<file path="config.mk">
export PLATFORM = sky130hd
export DESIGN_NAME = sa_clk_gen
export DESIGN_NICKNAME = d
export VERILOG_FILES = /design/src/hw/sa_ctrl_pkg.sv /design/src/hw/sa_timebase_decode.sv /design/src/hw/sa_realtime_divider.sv /design/src/hw/sa_equi_sequencer.sv /design/src/hw/sa_clk_gen.sv
export SDC_FILE = /design/constraint.sdc
export NUM_CORES = 1
export LEC_CHECK = 0
export ABC_AREA = 1
export ABC_CLOCK_PERIOD_IN_PS = 3700
export BUFFER_PORTS_ARGS = -buffer_cell sky130_fd_sc_hd__clkbuf_2
export CAP_MARGIN = 20
export CORE_MARGIN = 2
export CORE_UTILIZATION = 49
export CTS_BUF_LIST = sky130_fd_sc_hd__clkbuf_4
export DETAILED_ROUTE_END_ITERATION = 8
export PLACE_DENSITY = 0.67
export SLEW_MARGIN = 40
export SYNTH_ARGS = -nofsm -noshare
export SYNTH_HDL_FRONTEND = slang
export SYNTH_SLANG_ARGS = --single-unit
</file>
<file path="constraint.sdc">
create_clock -name ADC_clk -period 3.7 [get_ports ADC_clk]
set_input_delay 0 -clock ADC_clk [delete_from_list [all_inputs] [get_ports ADC_clk]]
set_output_delay 0 -clock ADC_clk [all_outputs]
set_load 0.01 [all_outputs]
</file>
<file path="src/hw/sa_ctrl_pkg.sv">
package sa_ctrl_pkg;

        // ===================================================================
        // widths and clock rates
        // ===================================================================
        localparam int TB_W   = 5;
        localparam int CNT_W  = 24;
        localparam int SEQ_W  = 8;
        localparam int MODE_W = 2;
        localparam int ST_W   = 2;

        localparam int ADC_F         = 200_000_000;
        localparam int REAL_F_MIN    = 40;                     // slowest real-time rate in Hz.
        localparam int EQUI_F_MAX    = 1_000_000;              // equivalent-time point rate in Hz.
        localparam int REAL_DIV_BASE = ADC_F / REAL_F_MIN;
        localparam int EQUI_DIV      = ADC_F / EQUI_F_MAX;

        // ===================================================================
        // mode and sequencer state codes
        // ===================================================================
        localparam logic [MODE_W-1:0] MODE_OFF  = 2'd0;
        localparam logic [MODE_W-1:0] MODE_REAL = 2'd1;
        localparam logic [MODE_W-1:0] MODE_EQUI = 2'd2;

        localparam logic [ST_W-1:0] ST_ARMED  = 2'd0;   // waiting for a trigger.
        localparam logic [ST_W-1:0] ST_DELAY  = 2'd1;   // round offset is running.
        localparam logic [ST_W-1:0] ST_SAMPLE = 2'd2;   // points are being emitted.

        // ===================================================================
        // timebase codes, real-time up to 20 us and equivalent-time below
        // ===================================================================
        localparam logic [TB_W-1:0] TIME_500MS = 5'd0;
        localparam logic [TB_W-1:0] TIME_200MS = 5'd1;
        localparam logic [TB_W-1:0] TIME_100MS = 5'd2;
        localparam logic [TB_W-1:0] TIME_50MS  = 5'd3;
        localparam logic [TB_W-1:0] TIME_20MS  = 5'd4;
        localparam logic [TB_W-1:0] TIME_10MS  = 5'd5;
        localparam logic [TB_W-1:0] TIME_5MS   = 5'd6;
        localparam logic [TB_W-1:0] TIME_2MS   = 5'd7;
        localparam logic [TB_W-1:0] TIME_1MS   = 5'd8;
        localparam logic [TB_W-1:0] TIME_500US = 5'd9;
        localparam logic [TB_W-1:0] TIME_200US = 5'd10;
        localparam logic [TB_W-1:0] TIME_100US = 5'd11;
        localparam logic [TB_W-1:0] TIME_50US  = 5'd12;
        localparam logic [TB_W-1:0] TIME_20US  = 5'd13;
        localparam logic [TB_W-1:0] TIME_10US  = 5'd14;
        localparam logic [TB_W-1:0] TIME_5US   = 5'd15;
        localparam logic [TB_W-1:0] TIME_2US   = 5'd16;
        localparam logic [TB_W-1:0] TIME_1US   = 5'd17;
        localparam logic [TB_W-1:0] TIME_500NS = 5'd18;
        localparam logic [TB_W-1:0] TIME_200NS = 5'd19;
        localparam logic [TB_W-1:0] TIME_100NS = 5'd20;

        // decoded sampling setting, unused fields stay zero.
        typedef struct packed {
                logic [MODE_W-1:0] mode;
                logic [CNT_W-1:0]  real_div;     // real-time period in clocks.
                logic [SEQ_W-1:0]  round_max;    // rounds per sweep.
                logic [SEQ_W-1:0]  point_max;    // points per round.
                logic [CNT_W-1:0]  round_step;   // extra delay per round in clocks.
        } sa_cfg_t;

endpackage

</file>
<file path="src/hw/sa_timebase_decode.sv">
`timescale 1ns/1ps

module sa_timebase_decode (
        input  logic                         ADC_clk,
        input  logic                         sys_rst_n,
        input  logic [sa_ctrl_pkg::TB_W-1:0] time_state,
        output sa_ctrl_pkg::sa_cfg_t         cfg,
        output logic                         restart
);
        import sa_ctrl_pkg::*;

        logic [TB_W-1:0] ts_q;       // sampled timebase code.
        logic [TB_W-1:0] ts_prev;    // code of the previous cycle.
        sa_cfg_t         cfg_nxt;

        function automatic sa_cfg_t real_cfg(input int div);
                sa_cfg_t c;
                c          = '0;
                c.mode     = MODE_REAL;
                c.real_div = CNT_W'(div);
                return c;
        endfunction

        function automatic sa_cfg_t equi_cfg(input int rounds, input int points);
                sa_cfg_t c;
                c            = '0;
                c.mode       = MODE_EQUI;
                c.round_max  = SEQ_W'(rounds);
                c.point_max  = SEQ_W'(points);
                c.round_step = CNT_W'(EQUI_DIV / rounds);
                return c;
        endfunction

        // ===================================================================
        // timebase lookup
        // ===================================================================
        always_comb begin
                cfg_nxt = '0;
                case (ts_q)
                TIME_500MS: cfg_nxt = real_cfg(REAL_DIV_BASE);
                TIME_200MS: cfg_nxt = real_cfg(REAL_DIV_BASE * 2 / 5);  // divide by 2.5.
                TIME_100MS: cfg_nxt = real_cfg(REAL_DIV_BASE / 5);
                TIME_50MS:  cfg_nxt = real_cfg(REAL_DIV_BASE / 10);
                TIME_20MS:  cfg_nxt = real_cfg(REAL_DIV_BASE / 25);
                TIME_10MS:  cfg_nxt = real_cfg(REAL_DIV_BASE / 50);
                TIME_5MS:   cfg_nxt = real_cfg(REAL_DIV_BASE / 100);
                TIME_2MS:   cfg_nxt = real_cfg(REAL_DIV_BASE / 250);
                TIME_1MS:   cfg_nxt = real_cfg(REAL_DIV_BASE / 500);
                TIME_500US: cfg_nxt = real_cfg(REAL_DIV_BASE / 1000);
                TIME_200US: cfg_nxt = real_cfg(REAL_DIV_BASE / 2500);
                TIME_100US: cfg_nxt = real_cfg(REAL_DIV_BASE / 5000);
                TIME_50US:  cfg_nxt = real_cfg(REAL_DIV_BASE / 10000);
                TIME_20US:  cfg_nxt = real_cfg(REAL_DIV_BASE / 25000);
                TIME_10US:  cfg_nxt = equi_cfg(2, 200);
                TIME_5US:   cfg_nxt = equi_cfg(4, 100);
                TIME_2US:   cfg_nxt = equi_cfg(10, 40);
                TIME_1US:   cfg_nxt = equi_cfg(20, 20);
                TIME_500NS: cfg_nxt = equi_cfg(40, 10);
                TIME_200NS: cfg_nxt = equi_cfg(100, 4);
                TIME_100NS: cfg_nxt = equi_cfg(200, 2);
                default: begin
                        cfg_nxt      = '0;
                        cfg_nxt.mode = MODE_OFF;                // codes 21 to 31 switch both engines off.
                end
                endcase
        end

        // ===================================================================
        // code register and change detect
        // ===================================================================
        always_ff @(posedge ADC_clk or negedge sys_rst_n) begin
                if (!sys_rst_n) begin
                        ts_q    <= '0;
                        ts_prev <= '0;
                        restart <= 1'b0;
                        cfg     <= '0;
                end else begin
                        ts_q    <= time_state;
                        ts_prev <= ts_q;
                        restart <= (ts_q != ts_prev);           // lands together with the new cfg.
                        cfg     <= cfg_nxt;
                end
        end

        // a single code change gives a single restart pulse.
        a_restart_single: assert property (@(posedge ADC_clk) disable iff (!sys_rst_n)
                (restart && $stable(ts_q)) |=> !restart)
                else $error("restart held for two cycles on a stable code");

endmodule

</file>
<file path="src/hw/sa_realtime_divider.sv">
`timescale 1ns/1ps

module sa_realtime_divider (
        input  logic                 ADC_clk,
        input  logic                 sys_rst_n,
        input  sa_ctrl_pkg::sa_cfg_t cfg,
        input  logic                 restart,
        output logic                 rt_pulse
);
        import sa_ctrl_pkg::*;

        logic [CNT_W-1:0] div_cnt;
        logic             real_on;
        logic             div_wrap;

        assign real_on  = (cfg.mode == MODE_REAL);
        assign div_wrap = (div_cnt >= cfg.real_div - 1'b1);     // last clock of the period.

        // ===================================================================
        // period counter
        // ===================================================================
        always_ff @(posedge ADC_clk or negedge sys_rst_n) begin
                if (!sys_rst_n) begin
                        div_cnt  <= '0;
                        rt_pulse <= 1'b0;
                end else if (restart || !real_on) begin
                        div_cnt  <= '0;                         // idle and in phase zero.
                        rt_pulse <= 1'b0;
                end else if (div_wrap) begin
                        div_cnt  <= '0;
                        rt_pulse <= 1'b1;
                end else begin
                        div_cnt  <= div_cnt + 1'b1;
                        rt_pulse <= 1'b0;
                end
        end

        // the decoder never hands out a period shorter than two clocks.
        a_rt_pulse_single: assert property (@(posedge ADC_clk) disable iff (!sys_rst_n)
                rt_pulse |=> !rt_pulse)
                else $error("real-time pulse high in two consecutive cycles");

endmodule

</file>
<file path="src/hw/sa_equi_sequencer.sv">
`timescale 1ns/1ps

module sa_equi_sequencer (
        input  logic                 ADC_clk,
        input  logic                 sys_rst_n,
        input  sa_ctrl_pkg::sa_cfg_t cfg,
        input  logic                 restart,
        input  logic                 trig_flag,
        output logic                 eq_pulse,
        output logic                 equi_flag
);
        import sa_ctrl_pkg::*;

        logic [ST_W-1:0]  state;
        logic [CNT_W-1:0] dly_cnt;     // remaining round offset.
        logic [CNT_W-1:0] sp_cnt;      // clocks since the last point.
        logic [SEQ_W-1:0] pt_cnt;      // points emitted in this round.
        logic [SEQ_W-1:0] round_idx;
        logic             equi_on;
        logic             sp_wrap;
        logic             last_pt;
        logic             last_round;

        assign equi_on    = (cfg.mode == MODE_EQUI);
        assign sp_wrap    = (sp_cnt == CNT_W'(EQUI_DIV - 1));
        assign last_pt    = (pt_cnt == cfg.point_max);
        assign last_round = (round_idx == cfg.round_max - 1'b1);

        // ===================================================================
        // round sequencing
        // ===================================================================
        always_ff @(posedge ADC_clk or negedge sys_rst_n) begin
                if (!sys_rst_n) begin
                        state     <= ST_ARMED;
                        dly_cnt   <= '0;
                        sp_cnt    <= '0;
                        pt_cnt    <= '0;
                        round_idx <= '0;
                        eq_pulse  <= 1'b0;
                        equi_flag <= 1'b0;
                end else if (restart || !equi_on) begin
                        state     <= ST_ARMED;                  // a new timebase starts at round 0.
                        dly_cnt   <= '0;
                        sp_cnt    <= '0;
                        pt_cnt    <= '0;
                        round_idx <= '0;
                        eq_pulse  <= 1'b0;
                        equi_flag <= 1'b0;
                end else begin
                        eq_pulse  <= 1'b0;
                        equi_flag <= 1'b0;
                        case (state)
                        ST_ARMED: begin
                                if (trig_flag) begin
                                        dly_cnt <= round_idx * cfg.round_step;
                                        state   <= ST_DELAY;
                                end
                        end
                        ST_DELAY: begin
                                if (dly_cnt == '0) begin
                                        eq_pulse <= 1'b1;               // first point of the round.
                                        sp_cnt   <= '0;
                                        pt_cnt   <= SEQ_W'(1);
                                        state    <= ST_SAMPLE;
                                end else begin
                                        dly_cnt <= dly_cnt - 1'b1;
                                end
                        end
                        ST_SAMPLE: begin
                                if (!sp_wrap) begin
                                        sp_cnt <= sp_cnt + 1'b1;
                                end else if (!last_pt) begin
                                        eq_pulse <= 1'b1;
                                        sp_cnt   <= '0;
                                        pt_cnt   <= pt_cnt + 1'b1;
                                end else begin
                                        // one spacing after the last point the round is over.
                                        sp_cnt <= '0;
                                        pt_cnt <= '0;
                                        state  <= ST_ARMED;
                                        if (last_round) begin
                                                equi_flag <= 1'b1;      // sweep complete.
                                                round_idx <= '0;
                                        end else begin
                                                round_idx <= round_idx + 1'b1;
                                        end
                                end
                        end
                        default: begin
                                state <= ST_ARMED;
                        end
                        endcase
                end
        end

        // ===================================================================
        // checks
        // ===================================================================
        a_flag_single: assert property (@(posedge ADC_clk) disable iff (!sys_rst_n)
                equi_flag |=> !equi_flag)
                else $error("equi_flag longer than one cycle");

        a_round_range: assert property (@(posedge ADC_clk) disable iff (!sys_rst_n)
                (equi_on && !restart) |-> (round_idx < cfg.round_max))
                else $error("round index reached round_max");

        a_pulse_in_sample: assert property (@(posedge ADC_clk) disable iff (!sys_rst_n)
                eq_pulse |-> (state == ST_SAMPLE))
                else $error("equivalent pulse outside the sampling state");

endmodule

</file>
<file path="src/hw/sa_clk_gen.sv">
`timescale 1ns/1ps

module sa_clk_gen (
        input  logic                         ADC_clk,
        input  logic                         sys_rst_n,
        input  logic [sa_ctrl_pkg::TB_W-1:0] time_state,
        input  logic                         trig_flag,
        output logic                         sa_clk,
        output logic                         equi_flag
);
        import sa_ctrl_pkg::*;

        sa_cfg_t cfg;
        logic    restart;
        logic    rt_pulse;
        logic    eq_pulse;

        // ===================================================================
        // decoder and the two sampling engines
        // ===================================================================
        sa_timebase_decode i_sa_timebase_decode (
                .ADC_clk    (ADC_clk),
                .sys_rst_n  (sys_rst_n),
                .time_state (time_state),
                .cfg        (cfg),
                .restart    (restart)
        );

        sa_realtime_divider i_sa_realtime_divider (
                .ADC_clk   (ADC_clk),
                .sys_rst_n (sys_rst_n),
                .cfg       (cfg),
                .restart   (restart),
                .rt_pulse  (rt_pulse)
        );

        sa_equi_sequencer i_sa_equi_sequencer (
                .ADC_clk   (ADC_clk),
                .sys_rst_n (sys_rst_n),
                .cfg       (cfg),
                .restart   (restart),
                .trig_flag (trig_flag),
                .eq_pulse  (eq_pulse),
                .equi_flag (equi_flag)
        );

        assign sa_clk = rt_pulse | eq_pulse;                    // only one engine runs at a time.

        a_engines_exclusive: assert property (@(posedge ADC_clk) disable iff (!sys_rst_n)
                !(rt_pulse && eq_pulse))
                else $error("both sampling engines pulsed in the same cycle");

endmodule

</file>
==> summary.md, run 1 <==
| Metric | Value |
|---|---|
| Initial Util | 49.99% |
| Clk_skew | 0.03509 ns |
| GRT Residual Overflow | 0 |
| Core area | approximately 23000 um2 |
| Mapped Area | 11350 um2 |
| Worst-path fanout max | 4 |
| Vias in the first global route | 9827 |
| Synth Register Bits | 138 |
| CP most frequent cell | nand2_1 |
| Hold WS | -0.01080 ns |
| Critical setup path kind | reg -> reg |
| DP Worst Slack | -0.2511 ns |
| Crit start category | flop |
| Post-synth ARST share | 100.0% |
| Seq/Total Area, Yosys | 30.42% |
| Buffer and inverter count on the worst path | 4 |
| Synth Instances | 1671 |
| Crit path max-delay family | adder cells |
| Hold WC Path Type | in -> async |
| Vias/cell | 5.170 |
| First-pass iteration count of the detailed router | 7 |
| H-tree depth | 4 |
| Max stage delay cell, worst path | fa_1 |
| Max Cap Viol | 0 |
| Reg area | around 3500 um2 |
| Leak pwr | 6.943 nW |
| Clock Tree Buf Depth | 2 |
| Nets@finish | 1835 |
| WL final | between 20 and 30 mm |
| Synth area leader | dfrtp_1 |
| Fillers | 2209 |
| Reg clk slew, reported paths | 0.14 ns |
| PortBufs | 9 |
| Status | finished with violations |
| Slew @ Worst Pin | 0.7360 ns |
| Relative slew slack | approximately half |
| Fin crit share | 103.0% |
| Area occupied by multi-input gates | 7009 um2 |
| Final Setup Violations | 10 |
| Share of layout cells above drive strength 1 | between 10% and 20% |
| PD cells | ~220 nW/um2 |
| # rows | 55 |
| Top_reg_cell synth | dfrtp_1 |
| Reg-to-reg startpoint | i_sa_timebase_decode.cfg[34] |
| Yosys warns | 0 |
| R2R Path End | i_sa_equi_sequencer.dly_cnt[14] |
| Max-slew violation count | 0 |
| R2r worst-path depth | 20 |
| Worst setup margin | -0.1111 ns |
| Critical path arrival | 4.30 ns |
| Peak supply drop | 0.1488 mV |
| Area share of the largest cell type after synthesis | 30.42% |
| Final Cell Area | 12590 um2 |
| Die X | 156.2 um |
| Root Buffer | clkbuf_4 |
| # IOs | 10 |
| Post-synthesis cell type count | 44 |
| Initial antenna violation count | 1 |
| Cells taking the most area after synthesis | dfrtp_1 (30%), nand2_1 (16%), ha_1 (9.0%) |
| CP peak stage delay | 0.55 ns |
| Die Y | 156.2 um |
| Via total after detailed routing | 10417 |
| First-pass GRT wire length | 46.94 mm |
| CTS tree | done |
| Hpwl dp | 20.74 mm |
| Worst skew pair latency | 0.60 ns |
| Final hold vios | 5 |
| Total CTS buffers | 17 |
| Area post-placement | 11990 um2 |
| DRC Markers | 0 |
| Worst R2R Setup Slack | -0.11 ns |
| RSZ-0062 raised after global routing | yes |
| Drt first-iter violations | between 600 and 700 |
| GRT Overall Usage | 23.86% |
| GP Congestion | approximately 0.9 |
| WP data required | 4.19 ns |
| Die ar. | approximately 24000 um2 |
| Clk sink count | between 100 and 150 |
| Failing checks | negative hold slack, negative setup slack |
| Largest net degree at the start of global routing | 80 |
| CP Cell Sequence | buf_4 -> nand2_2 -> fa_1 -> fa_1 -> inv_1 -> fa_1 -> inv_1 -> fa_1 -> inv_2 -> ha_4 -> nand2_1 -> nand2_2 -> nand2_1 -> nand2_2 -> nand2_1 -> nand3_1 -> nand2_1 -> nand3_2 -> nand2_1 -> nand2_1 |
| Synth Area per Inst | approximately 6.8 um2 |
| Syn nets | roughly 1800 |
| Min cycle time layout | 3.811 ns |
| Antenna-violating nets left | 0 |
| Wire length per cell | approximately 14 um |
| Worst setup EP type | flop |
| Highest Clock Rate | ~260 MHz |
| Number of synthesized flops with an enable pin | 0 |
| Layout Area Growth over Synthesis | 10.91% |
| Final Core Density | 55.45% |
## placed cells by master, fill, tap and decap left out, types with 26 or more instances in the layout
cell     instances
ha_1            76
o21ai_0         39
dfrtp_1        129
fa_1            28
buf_4           51
inv_1          237
nand2_1        460
a21oi_1         29
o21ai_1         26
nand4_1         52
nor2_1         227
nand3_1        123
## through the flow
step | power [mW] | std cells | setup TNS, ns
after detailed placement | 1.838 | 1968 | -1.318
after floorplan | 1.744 | 1671 | -0.02253
after global placement | 1.831 | 1968 | -0.7368
after global routing | 2.964 | 2015 | -2.586
after CTS | 2.860 | 2012 | -0.6649
final | 2.820 | 2015 | -0.5313
## worst max-delay path by stage
stage | cells past startpoint | to | start | slack, ns
after floorplan | 22 | i_sa_equi_sequencer.dly_cnt[12] | i_sa_equi_sequencer.round_idx[3] | -0.02
after global placement | 15 | i_sa_equi_sequencer.dly_cnt[7] | i_sa_timebase_decode.cfg[34] | -0.13
after detailed placement | 15 | i_sa_equi_sequencer.dly_cnt[7] | i_sa_timebase_decode.cfg[34] | -0.25
after CTS | 21 | i_sa_equi_sequencer.dly_cnt[12] | i_sa_timebase_decode.cfg[36] | -0.09
after global routing | 21 | i_sa_equi_sequencer.dly_cnt[14] | i_sa_timebase_decode.cfg[36] | -0.32
final | 20 | i_sa_equi_sequencer.dly_cnt[14] | i_sa_timebase_decode.cfg[34] | -0.11
## flip-flops by register name, summed over array words and instances (netlist names), 2 cells and up
name                           count
i_sa_timebase_decode.cfg          34
i_sa_equi_sequencer.dly_cnt       24
i_sa_equi_sequencer.sp_cnt        24
i_sa_realtime_divider.div_cnt     24
i_sa_equi_sequencer.pt_cnt         8
i_sa_equi_sequencer.round_idx      8
i_sa_timebase_decode.ts_prev       5
i_sa_timebase_decode.ts_q          5
i_sa_equi_sequencer.state          2
## area by class of cell
cell class,instances,share of cell area [%]
Sequential cell,138,27.51
Inverter,252,7.512
Clock buffer,18,1.073
Tap cell,285,2.832
Timing Repair Buffer,70,4.293
Clock inverter,14,1.073
Antenna cell,2,0.03975
Multi-Input combinational cell,1236,55.66
## metal layers
metal	track usage, %	vias up	wire (um)	part of all wire [%]
li1	-	5345	-	-
met3	3.351	26	968	3.5
met4	5.723	0	293	1.1
met1	32.61	4854	13260	48
met2	40.20	192	13100	47
met5	0	-	0	0
## cells by family (layout without fill, tap and decap cells)
kind of cell	Yosys count	count (layout)	synth area share [%]
simple gates	954	954	35.51
buf+inv	297	354	10.11
flops	138	138	30.42
compound gates	122	122	5.940
fa+ha+maj	112	112	14.33
xor+xnor	48	48	3.703
other cells	0	2	0
## worst register-to-register path: stages, from the launching register on
cell     delay, ns
dfrtp_2       0.46
buf_4         0.15
nand2_2       0.06
fa_1          0.44
fa_1          0.55
inv_1         0.05
fa_1          0.47
inv_1         0.05
fa_1          0.49
inv_2         0.05
ha_4          0.26
nand2_1       0.08
nand2_2       0.06
nand2_1       0.08
nand2_2       0.06
nand2_1       0.08
nand3_1       0.09
nand2_1       0.08
nand3_2       0.08
nand2_1       0.06
nand2_1       0.04
## synthesized netlist by cell type, drive strengths merged (8+ instances only)
cell type	count
a21o	8
a21oi	31
buf	17
clkbuf	28
dfrtp	138
fa	30
ha	82
inv	251
nand2	483
nand3	132
nand3b	8
nand4	52
nor2	239
nor3	20
o21ai	65
or2	15
xnor2	25
xor2	23
## where the power goes
group | switching, mW | internal [mW] | leakage, nW
clock | 0.650 | 0.354 | 0.144
sequential | 0.0287 | 1.53 | 1.87
combinational | 0.164 | 0.0932 | 4.93
## what timing repair did
item                       4_1_cts  5_1_grt
pin swaps                       14       16
setup endpoints to repair       11       12
hold endpoints to repair        87        0
buffers inserted                 5        1
gates resized for setup         34       33
hold buffers                     7        0
(Power assumes the default switching activity.)
==> run 2, diff against run 1 <==
--- a/config.mk
+++ b/config.mk
@@ -5,7 +5,7 @@
 export SDC_FILE = /design/constraint.sdc
 export NUM_CORES = 1
 export LEC_CHECK = 0
-export ABC_AREA = 1
+export ABC_AREA = 0
 export ABC_CLOCK_PERIOD_IN_PS = 3700
 export BUFFER_PORTS_ARGS = -buffer_cell sky130_fd_sc_hd__clkbuf_2
 export CAP_MARGIN = 20
@@ -14,6 +14,7 @@
 export CTS_BUF_LIST = sky130_fd_sc_hd__clkbuf_4
 export DETAILED_ROUTE_END_ITERATION = 8
 export PLACE_DENSITY = 0.67
+export SKIP_CTS_REPAIR_TIMING = 1
 export SLEW_MARGIN = 40
 export SYNTH_ARGS = -nofsm -noshare
 export SYNTH_HDL_FRONTEND = slang
==> run 2 against run 1 <==
The run ends with negative setup slack left. First-iteration DRC count is 0.16% higher. Routed wire length down 14%. Critical endpoint unchanged. Cell count shrank 27%. Largest cell class unchanged. Die area fell by 12%. Combinational power grew 16%. Sequential power about the same. Clock power up 4%. Total power up 2.6%. Cell area decreased by 6.2%. Utilization increased by 3.3 points.
==> summary.md, run 2 <==
| Metric | Value |
|---|---|
| First-pass GRT wire length | 38.61 mm |
| Wire length per cell | 16.12 um |
| Die ar. | 21460 um2 |
| Final Setup Violations | 10 |
| WP data required | 4.21 ns |
| Via total after detailed routing | 8351 |
| DP Worst Slack | -0.6515 ns |
| PortBufs | 9 |
| Min cycle time layout | 4.231 ns |
| Most frequent cells in the layout | dfrtp_1 (133), nor2_1 (100), nand2_1 (83) |
| Most flop-heavy register | i_sa_timebase_decode.cfg |
| Most common cell in the synthesized netlist | dfrtp_1 |
| Worst R2R Setup Slack | -0.53 ns |
| Synth Instances | around 1100 |
| Die Y | 146.5 um |
| Final hold vios | 0 |
| Clk sink count | 138 |
| Post-synthesis cell type count | 64 |
| Total CTS buffers | 17 |
| Root Buffer | clkbuf_4 |
| Post-synth ARST share | between 90% and 100% |
| Largest net degree at the start of global routing | 97 |
| H-tree depth | 4 |
| Worst skew pair latency | 0.58 ns |
| GP Congestion | 0.8590 |
| Slew @ Worst Pin | 1.080 ns |
| Reg clk slew, reported paths | about 0.15 ns |
| Clk_skew | 0.02788 ns |
| PD cells | 245.1 nW/um2 |
| Most common cell after layout, fill and taps aside | dfrtp_1 |
| Max reg flops | 34 |
| Syn nets | 1225 |
| GRT Residual Overflow | 0 |
| Power Internal | slightly above 2 mW |
| Critical path arrival | 4.74 ns |
| R2r worst-path depth | 16 |
| Top_reg_cell synth | dfrtp_1 |
| Seq pwr share | 53.9% |
| Post-synth top cells | dfrtp_1 (138), nor2_1 (101), nand2_1 (85) |
| Core area | 20100 um2 |
| Synth Register Bits | 138 |
| Fin crit share | 114.3% |
| Placed instance count | around 1400 |
| Max-slew violation count | 0 |
| Combinational power share | 10.3% |
| Layout Area Growth over Synthesis | 18.68% |
| Relative slew slack | 27.72% |
| Non-Filler Instances | about 1500 |
| Crit start category | flop |
| Max Cap Viol | 0 |
| Power share of the clock group | 35.8% |
| Critical path origin | i_sa_equi_sequencer.round_idx[3] |
| Leak pwr | 5.409 nW |
| RSZ-0062 raised after global routing | yes |
| Reg-to-reg startpoint | i_sa_equi_sequencer.round_idx[3] |
| Yosys warns | 0 |
| Hpwl dp | around 17 mm |
| Highest Clock Rate | 236.4 MHz |
| Synth area leader | dfrtp_1 |
| GRT Overall Usage | 22.03% |
| Status | finished with violations |
| Failing checks | negative setup slack |
| Drt first-iter violations | 627 |
| # IOs | 10 |
| Die X | approximately 150 um |
| Area share of the largest cell type after synthesis | 34.72% |
| Clock Tree Buf Depth | 2 |
| Seq/Total Area, Yosys | between 30% and 40% |
| Share of layout cells above drive strength 1 | 18.95% |
| Initial Util | 49.48% |
| Worst setup margin | -0.5306 ns |
| Net Switching | approximately 0.87 mW |
| Antenna-violating nets left | 0 |
| CTS tree | done |
| Nets@finish | 1306 |
| Hold WC Path Type | in -> reg |
| Worst Setup EP | i_sa_equi_sequencer.dly_cnt[14] |
| Critical setup path kind | reg -> reg |
| R2R Path End | i_sa_equi_sequencer.dly_cnt[14] |
| Number of synthesized flops with an enable pin | 0 |
| WL final | 23.69 mm |
| DRC Markers | 0 |
| Peak supply drop | between 0.2 and 0.25 mV |
| Net Sw Frac | 30.24% |
| Vias/cell | between 5 and 6 |
| Worst setup EP type | flop |
| Cells taking the most area after synthesis | dfrtp_1 (35%), ha_1 (10%), fa_1 (6.0%) |
| Final Core Density | 58.72% |
| Synth Area per Inst | 9.002 um2 |
| Vias in the first global route | between 7000 and 8000 |
| Initial antenna violation count | 1 |
| Mapped Area | 9947 um2 |
| First-pass iteration count of the detailed router | 5 |
| # rows | between 50 and 60 |
| Worst-path fanout max | 6 |
run 2: cell types whose count changed after synthesis, moves of 14 or more:
cell     previous run  this run
nand2_1           479        85
nand4_1            52        22
and2_1              2        50
nor4_1              1        23
nor3_1             19        59
and3_1              1        15
a21oi_1            31        49
or3_1               0        15
nor2_1            232       101
nand3_1           132        40
o21ai_1            21         1
xnor2_1            25        55
inv_1             247        72
run 2: cell type report:
type / instances / area [um2]
multi-input combinational: 856 / 6595
tap: 270 / 337.8
timing repair buffer: 100 / 857.1
inverter: 73 / 274.0
fill: 1761 / 8299
antenna: 1 / 2.502
sequential: 138 / 3460
clock buffer: 17 / 127.6
clock inverter: 14 / 151.4
run 2: cells by family (layout without fill, tap and decap cells):
logic type	after synthesis	count (layout)	share of synthesized area (%)
AOI/OAI and AO/OA	190	190	12.48
xor gates and xnor gates	88	88	7.748
adders and majority gates	112	112	16.35
buffers and inverters	111	204	4.226
DFF	138	138	34.72
muxes	5	5	0.5283
other	0	1	0
and+or+nand+nor	461	461	23.95
run 2: power groups by stage:
stage	Combinational (mW)	Clock [mW]	Sequential [mW]
final	0.297	1.04	1.56
after floorplan	0.161	0	1.58
after global placement	0.254	0	1.59
after global routing	0.334	1.13	1.56
after CTS	0.259	1.07	1.56
after detailed placement	0.257	0	1.59
run 2: worst max-delay path, stage by stage (launching register included):
cell and delay [ns]:
dfrtp_1 0.46, and2_4 0.18, fa_1 0.49, inv_1 0.05, fa_1 0.49, inv_2 0.04, fa_1 0.49, inv_2 0.04
fa_1 0.48, inv_2 0.05, ha_4 0.23, and3_4 0.17, a22o_4 0.27, o221ai_4 0.19, o21bai_2 0.11, mux2_4 0.31
o21ai_2 0.12
run 2: metrics by stage:
step | cell area (um2) | power [mW] | hold slack, ns | setup TNS, ns
floorplan | 10070 | 1.736 | -0.2956 | -2.740
global placement | 10830 | 1.840 | 0.1078 | -6.963
detailed placement | 10840 | 1.844 | 0.07957 | -6.979
CTS | 11120 | 2.893 | -0.5684 | -7.987
global route | 11810 | 3.032 | 0.009241 | -6.956
finish | 11810 | 2.893 | 0.05841 | -3.559
run 2: worst min-delay path by stage:
stage,from,to,cells past startpoint
6_report,time_state[1],i_sa_timebase_decode.ts_q[1],2
5_1_grt,time_state[4],i_sa_timebase_decode.ts_q[4],2
4_1_cts,sys_rst_n,i_sa_equi_sequencer.dly_cnt[1],1
3_5_place_dp,sys_rst_n,i_sa_equi_sequencer.dly_cnt[5],1
3_3_place_gp,time_state[3],i_sa_timebase_decode.ts_q[3],1
2_1_floorplan,sys_rst_n,i_sa_equi_sequencer.dly_cnt[0],0
run 2: metal layers:
| layer | vias up | wire [um] | GRT usage [%] |
|---|---|---|---|
| met5 | - | 0 | 0 |
| met4 | 0 | 514 | 7.524 |
| met3 | 43 | 833 | 3.719 |
| met2 | 176 | 11470 | 35.07 |
| met1 | 4086 | 10870 | 30.64 |
| li1 | 4046 | - | - |
